## config.mk

```make
export PLATFORM = sky130hd
export DESIGN_NAME = burst_mem_top
export DESIGN_NICKNAME = d
export VERILOG_FILES = /design/src/common/burst_mem_pkg.sv /design/src/common/burst_bank_if.sv /design/src/burst_bank/burst_bank.sv /design/src/hdl/burst_dispatch.sv /design/src/hdl/read_collector.sv /design/src/hdl/burst_mem_top.sv
export SDC_FILE = /design/constraint.sdc
export NUM_CORES = 2
export LEC_CHECK = 0
export BUFFER_PORTS_ARGS = -buffer_cell sky130_fd_sc_hd__buf_2
export CAP_MARGIN = 40
export CORE_MARGIN = 2
export CORE_UTILIZATION = 30
export DETAILED_ROUTE_END_ITERATION = 6
export GPL_TIMING_DRIVEN = 0
export HOLD_SLACK_MARGIN = 0.08
export SLEW_MARGIN = 20
export SYNTH_ARGS = -nofsm -noshare
export SYNTH_HDL_FRONTEND = slang
export SYNTH_HIERARCHICAL = 1
export SYNTH_SLANG_ARGS = --single-unit
```

## constraint.sdc

```tcl
create_clock -name clk -period 6 [get_ports clk]
set_clock_uncertainty 0.05 [all_clocks]
set_input_delay 0.9 -clock clk [delete_from_list [all_inputs] [get_ports clk]]
set_output_delay 0.9 -clock clk [all_outputs]
set_load 0.005 [all_outputs]
```

## src/common/burst_mem_pkg.sv

```systemverilog
// sizes, enums and the bank index for the banked burst memory
// each bank is 16 words deep; the upper address bits pick the bank
// NUM_BANKS must equal 2**BANK_SEL_W, the order queue wraps on that

package burst_mem_pkg;

  localparam int NUM_BANKS   = 4;
  localparam int BANK_SEL_W  = 2;
  localparam int BANK_ADDR_W = 4;                  // word address inside a bank
  localparam int BANK_DEPTH  = 2 ** BANK_ADDR_W;
  localparam int ADDR_W      = BANK_SEL_W + BANK_ADDR_W;
  localparam int DATA_W      = 32;

  localparam int BURST_LEN   = 4;                  // words per burst
  localparam int BEAT_W      = $clog2(BURST_LEN);
  localparam int CNT_W       = BEAT_W + 1;         // counts 0..BURST_LEN

  localparam int INIT_CYCLES = 10;                 // calibration after reset
  localparam int READ_DELAY  = 6;
  localparam int CALIB_CNT_W = $clog2(INIT_CYCLES) + 1;
  localparam int DELAY_CNT_W = $clog2(READ_DELAY) + 1;

  typedef enum logic {
    CMD_READ  = 1'b0,
    CMD_WRITE = 1'b1
  } cmd_e;

  typedef enum logic [2:0] {
    BANK_INITIATE,
    BANK_IDLE,
    BANK_READ_DELAY,
    BANK_READ_BURST,
    BANK_WRITE_BURST
  } bank_state_e;

  typedef enum logic [1:0] {
    DSP_IDLE,
    DSP_GATHER,
    DSP_ISSUE,
    DSP_WRITE_STREAM
  } dispatch_state_e;

  typedef logic [BANK_SEL_W-1:0] bank_id_t;

endpackage

```

## src/common/burst_bank_if.sv

```systemverilog
// command, write and read signals of one burst bank
// no back-pressure: the bank takes cmd_en only while idle with busy low
`timescale 1ns/1ns

interface burst_bank_if import burst_mem_pkg::*; ();

  cmd_e                   cmd;
  logic                   cmd_en;
  logic [BANK_ADDR_W-1:0] addr;
  logic [DATA_W-1:0]      wr_data;
  logic [DATA_W-1:0]      rd_data;
  logic                   rd_data_valid;
  logic                   init_calib;
  logic                   busy;

  modport dispatch (
    output cmd, cmd_en, addr, wr_data,
    input  busy, init_calib
  );

  modport bank (
    input  cmd, cmd_en, addr, wr_data,
    output rd_data, rd_data_valid, init_calib, busy
  );

  // read side only, the collector never drives the bank
  modport collect (
    input rd_data, rd_data_valid
  );

endinterface

```

## src/burst_bank/burst_bank.sv

```systemverilog
// simulation model of a burst RAM with four-word bursts
// busy is high until calibration ends and during every burst
// commands are taken only while idle; memory contents are not reset
`timescale 1ns/1ns

module burst_bank import burst_mem_pkg::*; (
  input logic        clk,
  input logic        rst_n,
  burst_bank_if.bank bus
);

  logic [DATA_W-1:0]      mem [BANK_DEPTH];

  bank_state_e            state;
  logic [CALIB_CNT_W-1:0] calib_cnt;
  logic [DELAY_CNT_W-1:0] delay_cnt;
  logic [BEAT_W-1:0]      burst_cnt;
  logic [BANK_ADDR_W-1:0] addr_cnt;   // wraps inside the bank

  logic                   take_cmd;
  logic                   last_beat;
  logic                   delay_done;
  logic                   mem_we;
  logic [BANK_ADDR_W-1:0] mem_waddr;
  logic                   rd_load;

  always_comb begin
    take_cmd   = (state == BANK_IDLE) && bus.cmd_en && !bus.busy;
    last_beat  = (burst_cnt == BEAT_W'(BURST_LEN - 1));
    delay_done = (delay_cnt == DELAY_CNT_W'(READ_DELAY - 1));

    // word 0 goes in with the command, words 1..3 in the burst state
    mem_we    = (take_cmd && bus.cmd == CMD_WRITE) ||
                (state == BANK_WRITE_BURST && !last_beat);
    mem_waddr = take_cmd ? bus.addr : addr_cnt;

    rd_load = (state == BANK_READ_DELAY && delay_done) ||
              (state == BANK_READ_BURST && !last_beat);
  end

  always_ff @(posedge clk) begin
    if (mem_we) begin
      mem[mem_waddr] <= bus.wr_data;
    end
  end

  always_ff @(posedge clk) begin
    if (rd_load) begin
      bus.rd_data <= mem[addr_cnt];
    end
  end

  always_ff @(posedge clk or negedge rst_n) begin
    if (!rst_n) begin
      state             <= BANK_INITIATE;
      calib_cnt         <= '0;
      delay_cnt         <= '0;
      burst_cnt         <= '0;
      addr_cnt          <= '0;
      bus.busy          <= 1'b1;
      bus.init_calib    <= 1'b0;
      bus.rd_data_valid <= 1'b0;
    end else begin
      unique case (state)
        BANK_INITIATE: begin
          if (calib_cnt == CALIB_CNT_W'(INIT_CYCLES)) begin
            bus.busy       <= 1'b0;
            bus.init_calib <= 1'b1;
            state          <= BANK_IDLE;
          end
          calib_cnt <= calib_cnt + 1'b1;
        end

        BANK_IDLE: begin
          if (take_cmd) begin
            bus.busy  <= 1'b1;
            burst_cnt <= '0;
            if (bus.cmd == CMD_READ) begin
              delay_cnt <= '0;
              addr_cnt  <= bus.addr;
              state     <= BANK_READ_DELAY;
            end else begin
              addr_cnt  <= bus.addr + 1'b1;   // first word already written
              state     <= BANK_WRITE_BURST;
            end
          end
        end

        BANK_READ_DELAY: begin
          if (delay_done) begin
            bus.rd_data_valid <= 1'b1;
            addr_cnt          <= addr_cnt + 1'b1;
            state             <= BANK_READ_BURST;
          end
          delay_cnt <= delay_cnt + 1'b1;
        end

        BANK_READ_BURST: begin
          burst_cnt <= burst_cnt + 1'b1;
          addr_cnt  <= addr_cnt + 1'b1;
          if (last_beat) begin
            bus.rd_data_valid <= 1'b0;
            bus.busy          <= 1'b0;
            state             <= BANK_IDLE;
          end
        end

        BANK_WRITE_BURST: begin
          burst_cnt <= burst_cnt + 1'b1;
          addr_cnt  <= addr_cnt + 1'b1;
          if (last_beat) begin   // no write in this cycle
            bus.busy <= 1'b0;
            state    <= BANK_IDLE;
          end
        end
      endcase
    end
  end

endmodule

```

## src/hdl/burst_dispatch.sv

```systemverilog
// accepts one request at a time, gathers a write burst, then issues it
// a read is issued only when its bank has a free collector slot
// writes stream one word per cycle after the command, no wait states
`timescale 1ns/1ns

module burst_dispatch import burst_mem_pkg::*; (
  input  logic                  clk,
  input  logic                  rst_n,

  input  logic                  req_valid,
  output logic                  req_ready,
  input  cmd_e                  req_cmd,
  input  logic [ADDR_W-1:0]     req_addr,

  input  logic                  wdata_valid,
  output logic                  wdata_ready,
  input  logic [DATA_W-1:0]     wdata,

  input  logic [NUM_BANKS-1:0]  slot_free,
  output logic                  read_issue,
  output bank_id_t              read_bank,

  output logic                  mem_ready,

  burst_bank_if.dispatch        banks [NUM_BANKS]
);

  dispatch_state_e        state;
  cmd_e                   cur_cmd;
  bank_id_t               cur_bank;
  logic [BANK_ADDR_W-1:0] cur_addr;
  logic [BEAT_W-1:0]      beat_cnt;   // gather count, then stream count
  logic [DATA_W-1:0]      wbuf [BURST_LEN];

  logic [NUM_BANKS-1:0]   bank_busy;
  logic [NUM_BANKS-1:0]   bank_calib;
  logic                   bank_ok;
  logic                   cmd_fire;
  logic                   last_beat;

  genvar i;
  generate
    for (i = 0; i < NUM_BANKS; i++) begin : g_bank
      assign bank_busy[i]     = banks[i].busy;
      assign bank_calib[i]    = banks[i].init_calib;
      assign banks[i].cmd     = cur_cmd;
      assign banks[i].addr    = cur_addr;
      assign banks[i].wr_data = wbuf[beat_cnt];
      assign banks[i].cmd_en  = cmd_fire && (cur_bank == bank_id_t'(i));
    end
  endgenerate

  // reads also need room in the collector for the whole burst
  assign bank_ok = !bank_busy[cur_bank] && bank_calib[cur_bank] &&
                   (cur_cmd == CMD_WRITE || slot_free[cur_bank]);

  assign last_beat   = (beat_cnt == BEAT_W'(BURST_LEN - 1));
  assign read_issue  = (state == DSP_ISSUE) && bank_ok && (cur_cmd == CMD_READ);
  assign cmd_fire    = read_issue || (state == DSP_WRITE_STREAM && beat_cnt == '0);
  assign read_bank   = cur_bank;
  assign req_ready   = (state == DSP_IDLE) && mem_ready;
  assign wdata_ready = (state == DSP_GATHER);

  always_ff @(posedge clk) begin
    if (wdata_valid && wdata_ready) begin
      wbuf[beat_cnt] <= wdata;
    end
  end

  always_ff @(posedge clk or negedge rst_n) begin
    if (!rst_n) begin
      state     <= DSP_IDLE;
      cur_cmd   <= CMD_READ;
      cur_bank  <= '0;
      cur_addr  <= '0;
      beat_cnt  <= '0;
      mem_ready <= 1'b0;
    end else begin
      mem_ready <= &bank_calib;

      unique case (state)
        DSP_IDLE: begin
          if (req_valid && req_ready) begin
            cur_cmd  <= req_cmd;
            cur_bank <= req_addr[ADDR_W-1 -: BANK_SEL_W];
            cur_addr <= req_addr[BANK_ADDR_W-1:0];
            beat_cnt <= '0;
            state    <= (req_cmd == CMD_WRITE) ? DSP_GATHER : DSP_ISSUE;
          end
        end

        DSP_GATHER: begin
          if (wdata_valid) begin
            beat_cnt <= beat_cnt + 1'b1;   // wraps back to 0 after the last word
            if (last_beat) state <= DSP_ISSUE;
          end
        end

        DSP_ISSUE: begin
          if (bank_ok) begin
            state <= (cur_cmd == CMD_READ) ? DSP_IDLE : DSP_WRITE_STREAM;
          end
        end

        DSP_WRITE_STREAM: begin
          beat_cnt <= beat_cnt + 1'b1;
          if (last_beat) state <= DSP_IDLE;
        end
      endcase
    end
  end

endmodule

```

## src/hdl/read_collector.sv

```systemverilog
// buffers one read burst per bank and returns bursts in issue order
// a bank's slot stays reserved until its fourth word is accepted
// the order queue never overflows, each bank has at most one entry
`timescale 1ns/1ns

module read_collector import burst_mem_pkg::*; (
  input  logic                 clk,
  input  logic                 rst_n,

  input  logic                 read_issue,
  input  bank_id_t             read_bank,
  output logic [NUM_BANKS-1:0] slot_free,

  output logic                 rdata_valid,
  input  logic                 rdata_ready,
  output logic [DATA_W-1:0]    rdata,

  burst_bank_if.collect        banks [NUM_BANKS]
);

  logic [DATA_W-1:0]     rbuf [NUM_BANKS][BURST_LEN];
  logic [CNT_W-1:0]      fill_cnt [NUM_BANKS];
  logic [CNT_W-1:0]      drain_cnt [NUM_BANKS];
  logic [NUM_BANKS-1:0]  reserved;

  bank_id_t              order_q [NUM_BANKS];
  bank_id_t              q_wr;
  bank_id_t              q_rd;
  logic [BANK_SEL_W:0]   q_count;
  bank_id_t              head;

  logic [NUM_BANKS-1:0]  beat_valid;
  logic [DATA_W-1:0]     beat_data [NUM_BANKS];
  logic                  rd_fire;
  logic                  burst_done;

  genvar i;
  generate
    for (i = 0; i < NUM_BANKS; i++) begin : g_bank
      assign beat_valid[i] = banks[i].rd_data_valid;
      assign beat_data[i]  = banks[i].rd_data;
    end
  endgenerate

  assign head        = order_q[q_rd];
  assign slot_free   = ~reserved;
  assign rdata_valid = (q_count != '0) && (drain_cnt[head] < fill_cnt[head]);
  assign rdata       = rbuf[head][drain_cnt[head][BEAT_W-1:0]];
  assign rd_fire     = rdata_valid && rdata_ready;
  assign burst_done  = rd_fire && (drain_cnt[head] == CNT_W'(BURST_LEN - 1));

  always_ff @(posedge clk) begin
    for (int b = 0; b < NUM_BANKS; b++) begin
      if (beat_valid[b]) rbuf[b][fill_cnt[b][BEAT_W-1:0]] <= beat_data[b];
    end
    if (read_issue) order_q[q_wr] <= read_bank;
  end

  always_ff @(posedge clk or negedge rst_n) begin
    if (!rst_n) begin
      for (int b = 0; b < NUM_BANKS; b++) begin
        fill_cnt[b]  <= '0;
        drain_cnt[b] <= '0;
      end
      reserved <= '0;
      q_wr     <= '0;
      q_rd     <= '0;
      q_count  <= '0;
    end else begin
      for (int b = 0; b < NUM_BANKS; b++) begin
        if (beat_valid[b]) fill_cnt[b] <= fill_cnt[b] + 1'b1;
      end

      if (read_issue) begin
        reserved[read_bank] <= 1'b1;
        q_wr                <= q_wr + 1'b1;
      end

      if (rd_fire) drain_cnt[head] <= drain_cnt[head] + 1'b1;

      if (burst_done) begin   // release the slot and pop the head
        fill_cnt[head]  <= '0;
        drain_cnt[head] <= '0;
        reserved[head]  <= 1'b0;
        q_rd            <= q_rd + 1'b1;
      end

      unique case ({read_issue, burst_done})
        2'b10:   q_count <= q_count + 1'b1;
        2'b01:   q_count <= q_count - 1'b1;
        default: q_count <= q_count;
      endcase
    end
  end

endmodule

```

## src/hdl/burst_mem_top.sv

```systemverilog
// banked burst memory: dispatcher, four burst banks and a read collector
// all channels are valid/ready; reads return in request order
// requests are accepted only after mem_ready, memory is not initialized
`timescale 1ns/1ns

module burst_mem_top import burst_mem_pkg::*; (
  input  logic              clk,
  input  logic              rst_n,

  input  logic              req_valid,
  output logic              req_ready,
  input  cmd_e              req_cmd,
  input  logic [ADDR_W-1:0] req_addr,

  input  logic              wdata_valid,
  output logic              wdata_ready,
  input  logic [DATA_W-1:0] wdata,

  output logic              rdata_valid,
  input  logic              rdata_ready,
  output logic [DATA_W-1:0] rdata,

  output logic              mem_ready
);

  burst_bank_if bank_bus [NUM_BANKS] ();

  logic                 read_issue;
  bank_id_t             read_bank;
  logic [NUM_BANKS-1:0] slot_free;

  burst_dispatch u_dispatch (
    .clk         (clk),
    .rst_n       (rst_n),
    .req_valid   (req_valid),
    .req_ready   (req_ready),
    .req_cmd     (req_cmd),
    .req_addr    (req_addr),
    .wdata_valid (wdata_valid),
    .wdata_ready (wdata_ready),
    .wdata       (wdata),
    .slot_free   (slot_free),
    .read_issue  (read_issue),
    .read_bank   (read_bank),
    .mem_ready   (mem_ready),
    .banks       (bank_bus)
  );

  genvar i;
  generate
    for (i = 0; i < NUM_BANKS; i++) begin : g_bank
      burst_bank u_bank (
        .clk   (clk),
        .rst_n (rst_n),
        .bus   (bank_bus[i])
      );
    end
  endgenerate

  read_collector u_collector (
    .clk         (clk),
    .rst_n       (rst_n),
    .read_issue  (read_issue),
    .read_bank   (read_bank),
    .slot_free   (slot_free),
    .rdata_valid (rdata_valid),
    .rdata_ready (rdata_ready),
    .rdata       (rdata),
    .banks       (bank_bus)
  );

endmodule

```

==> results.md <==
- Clock net sink count: 2955
- Sequential-to-total area share from yosys stat: 76.2%
- Ys Warns: 6
- Element type at the critical path start: register
- 1st-iter DRT viols: 8718
- Die Area: 0.390 mm^2
- Initial Utilization: 30.2%
- Leakage: 44.3 nW
- Relative slew margins: 29.0%
- Area of the mapped netlist: 0.116 mm^2
- DR vias/cell: 5.21
- Avg WL per Cell: 27.5 um
- CTS tree: built
- Complex-gate fraction of the synthesized area: 3.43%
- Syn Area/Cell: 19.6 um^2
- Area Growth Syn to Fin: 19.2%
- DRC violations left: 0
- Area of the core: 0.383 mm^2
- Comb pwr share: 34.9%
- Crit-path leading delay family: buffers and inverters
- Final period utilization: 96.9%
- Fin crit period: 5.82 ns
- Ranking of synthesized cells by area: edfxtp_1 73%, mux4_2 11%, dfrtp_1 2.7%, nand2_1 1.6%, mux2i_1 1.4%
- Max clock buf depth: 4
- Hold Fails Final Rpt: 0
- CTS clk-pin slew, worst paths: 0.06 ns
- Initial antenna violation count: 35
- Area fraction of the dominant cell type after synthesis: 73.4%
- Main combinational cell family by area after synthesis: multiplexers
- TNS Setup: 0 ns
- Post-Syn Nets: 5993
- Power Density: 527 mW/mm^2
- Design area: 0.138 mm^2
- Synth Flop Type: edfxtp_1
- First-pass GRT wire length: 456 mm
- Switching share of total power: 35.2%
- Post-synthesis simple-gate area fraction: 4.04%
- Outcome: finished clean
- Crit-path max FO: 10
- Antenna Nets Post-Route: 0
- CTS root buffer: clkbuf_16
- Vias post-DR: 61656
- Synth unique cells: 87
- VDD IR max: 0.300 mV
- RSZ-0062 raised after global routing: yes
- I/O Buffers: 79
- GP Congestion: 0.873
- EDFF count, synth: 2824
- Row count: 227
- Critical-path cell list: clkbuf_1, mux2i_1, mux2_2, mux2i_1, buf_4, clkbuf_1, clkbuf_2, a31oi_1, a21oi_1, buf_4, buf_2
- Overall Global Routing Usage: 16.3%
- Least-Margin Pin Slew: 1.06 ns
- Post-synthesis mux area share: 13.1%
- P_sw: 0.0256 W
- GRT overflow: 0
- Max cap viols: 0
- Post-synthesis adder-cell area fraction: 0.634%
- Achievable frequency: 172 MHz
- Worst stage delay on the critical path: 0.54 ns
- Cts bufs inserted: 317
- Placed Area: 0.127 mm^2
- Crit path from: u_collector/q_rd[1]
- Synth area leader: edfxtp_1
- Pre-Repair DR Iteration Count: 6
- WP buf/inv: 6
- P_int: 0.0470 W
- Clk pwr share: 26.0%
- DP HPWL: 228 mm
- Horiz. Die Dim: 625 um
- Die Y-Extent: 625 um
- Commonest non-fill, non-tap cells in the layout: 2824 x edfxtp_1, 581 x mux4_2, 496 x nand2_1, 323 x clkbuf_16, 214 x clkbuf_1
- Worst hold path startpoint: wdata[26]
- Worst path slowest cell: clkbuf_1
- Setup CP Type: reg2out
- FF+latch count, synth: 2955
- Pin count of the biggest net entering global routing: 68
- Final net count: 6660
- XOR/XNOR Fraction of Synth Area: 0.371%
- Fraction of layout cells with a size suffix above 1: 25.6%
- Max-slew violations: 0
- H-tree depth: 5
- # setup viols final: 0
- Hold Crit Class: in2reg
- DRT Wirelength: 326 mm
- Fraction of registers with async set/reset: 4.43%
- Syn Inst Count: 5891
- Critical Path Sink Type: output pin
- Clk Latency, worst-skew pair: 0.98 ns
- Sequential Power Share: 39.1%
- Commonest non-fill, non-tap cell in the layout: edfxtp_1
- R2R Path Start: u_dispatch/read_bank[1]
- Post-CTS Setup Inserts: 0
- Vias in the first global route: 60529
- Crit path DAT: 4.87 ns
- Hold slack: 0.160 ns
- Critical path required time: 5.05 ns
- IO Count: 80
[metal layers]
layer | track usage [%] | up-vias | part of all wire, %
met2 | 26.3 | 3255 | 48
li1 | - | 25176 | -
met1 | 22.2 | 32716 | 40
met3 | 2.95 | 503 | 8.8
met5 | 0 | - | 0.021
met4 | 5.45 | 6 | 3.3
[cell type report]
type | count | area (um^2)
diodes | 15 | 37.5
plain buffers | 430 | 2410
clock buffers | 381 | 8340
clock inverters | 164 | 1550
fillers | 34821 | 245000
inverters | 64 | 240
multi-input cells | 2438 | 25500
flip-flops and latches | 2955 | 88100
well taps | 5038 | 6300
repair buffers | 352 | 5310
[cells in the mapped netlist (40+ instances only)]
cell type  count
a211oi_1      66
a21oi_1       79
a221oi_1      65
a22oi_1       42
a311oi_1      98
a31oi_1       54
buf_2         74
buf_4        116
clkbuf_1     188
dfrtp_1      127
edfxtp_1    2824
ha_1          57
inv_1         60
mux2i_1      166
mux4_2       581
nand2_1      496
nand3_1      139
nor2_1       134
nor2b_1       95
o21ai_0       64
xnor2_1       40
[flip-flops by register name (all words and copies together) (netlist names), 12 cells and up]
register	count
u_collector/fill_cnt	12
u_collector/rbuf	512
u_dispatch/wbuf	128
g_bank.u_bank/mem	2048
u_collector/drain_cnt	12
g_bank.u_bank/delay_cnt	16
g_bank.u_bank/calib_cnt	20
g_bank.u_bank/addr_cnt	16
g_bank.u_bank/bus.rd_data	128
g_bank.u_bank/state	12
[power by group through the flow]
| stage | clock network (W) | registers, W | logic, W |
|---|---|---|---|
| after floorplan | 0 | 0.0281 | 0.0135 |
| after global placement | 0 | 0.0289 | 0.0231 |
| after detailed placement | 0 | 0.0288 | 0.0250 |
| after CTS | 0.0191 | 0.0284 | 0.0252 |
| after global routing | 0.0199 | 0.0285 | 0.0265 |
| final | 0.0189 | 0.0284 | 0.0253 |
[cells by family (layout without fill, tap and decap cells)]
group | count (synthesis) | in the layout
adder cells (fa/ha/maj) | 58 | 58
XOR/XNOR | 49 | 49
multiplexers | 777 | 777
other | 0 | 15
buffers and inverters | 498 | 1391
AO/OA/AOI/OAI | 546 | 546
AND/OR/NAND/NOR | 1008 | 1008
flip-flops | 2955 | 2955
[what timing repair did]
item / in CTS / in global routing
setup endpoints to repair: 36 / 28
hold buffers: 34 / 0
resized for setup: 29 / 27
gates cloned: 0 / 0
hold endpoints to repair: 178 / 0
[path summary, 6_finish.rpt]
check / cells past startpoint / end / slack, ns
max: 11 / rdata[13] / 0.18
max reg2reg: 12 / g_bank[1].u_bank/mem[0][18] / 0.21
min: 1 / u_dispatch/wbuf[0][26] / 0.16
max in group asynchronous: 3 / g_bank[2].u_bank/bus.busy / 4.48
min reg2reg: 1 / g_bank[3].u_bank/calib_cnt[4] / 0.42
min in group asynchronous: 2 / u_collector/drain_cnt[7] / 0.44
[stage by stage]
stage	setup slack, ns	utilization, %	total power (W)	instances
detailed placement	-0.873	33.2	0.0538	11216
finish	0.185	36.0	0.0726	11837
CTS	0.00215	35.9	0.0727	11791
global route	-0.00715	36.0	0.0749	11823
global placement	-2.31	31.9	0.0520	11008
floorplan	1.34	-	0.0416	5891
[worst register-to-register path, stage by stage (launching register included)]
cell      delay [ns]
dfrtp_1         0.84
buf_6           0.32
mux2i_1         0.12
clkbuf_4        0.20
a22oi_2         0.42
a31oi_2         0.34
nor3b_1         0.62
nand3b_1        0.32
nor3_2          0.68
a32oi_1         0.57
nor2_4          0.54
buf_8           0.24
buf_12          0.22
No activity file was read; power rests on OpenSTA's default activity.
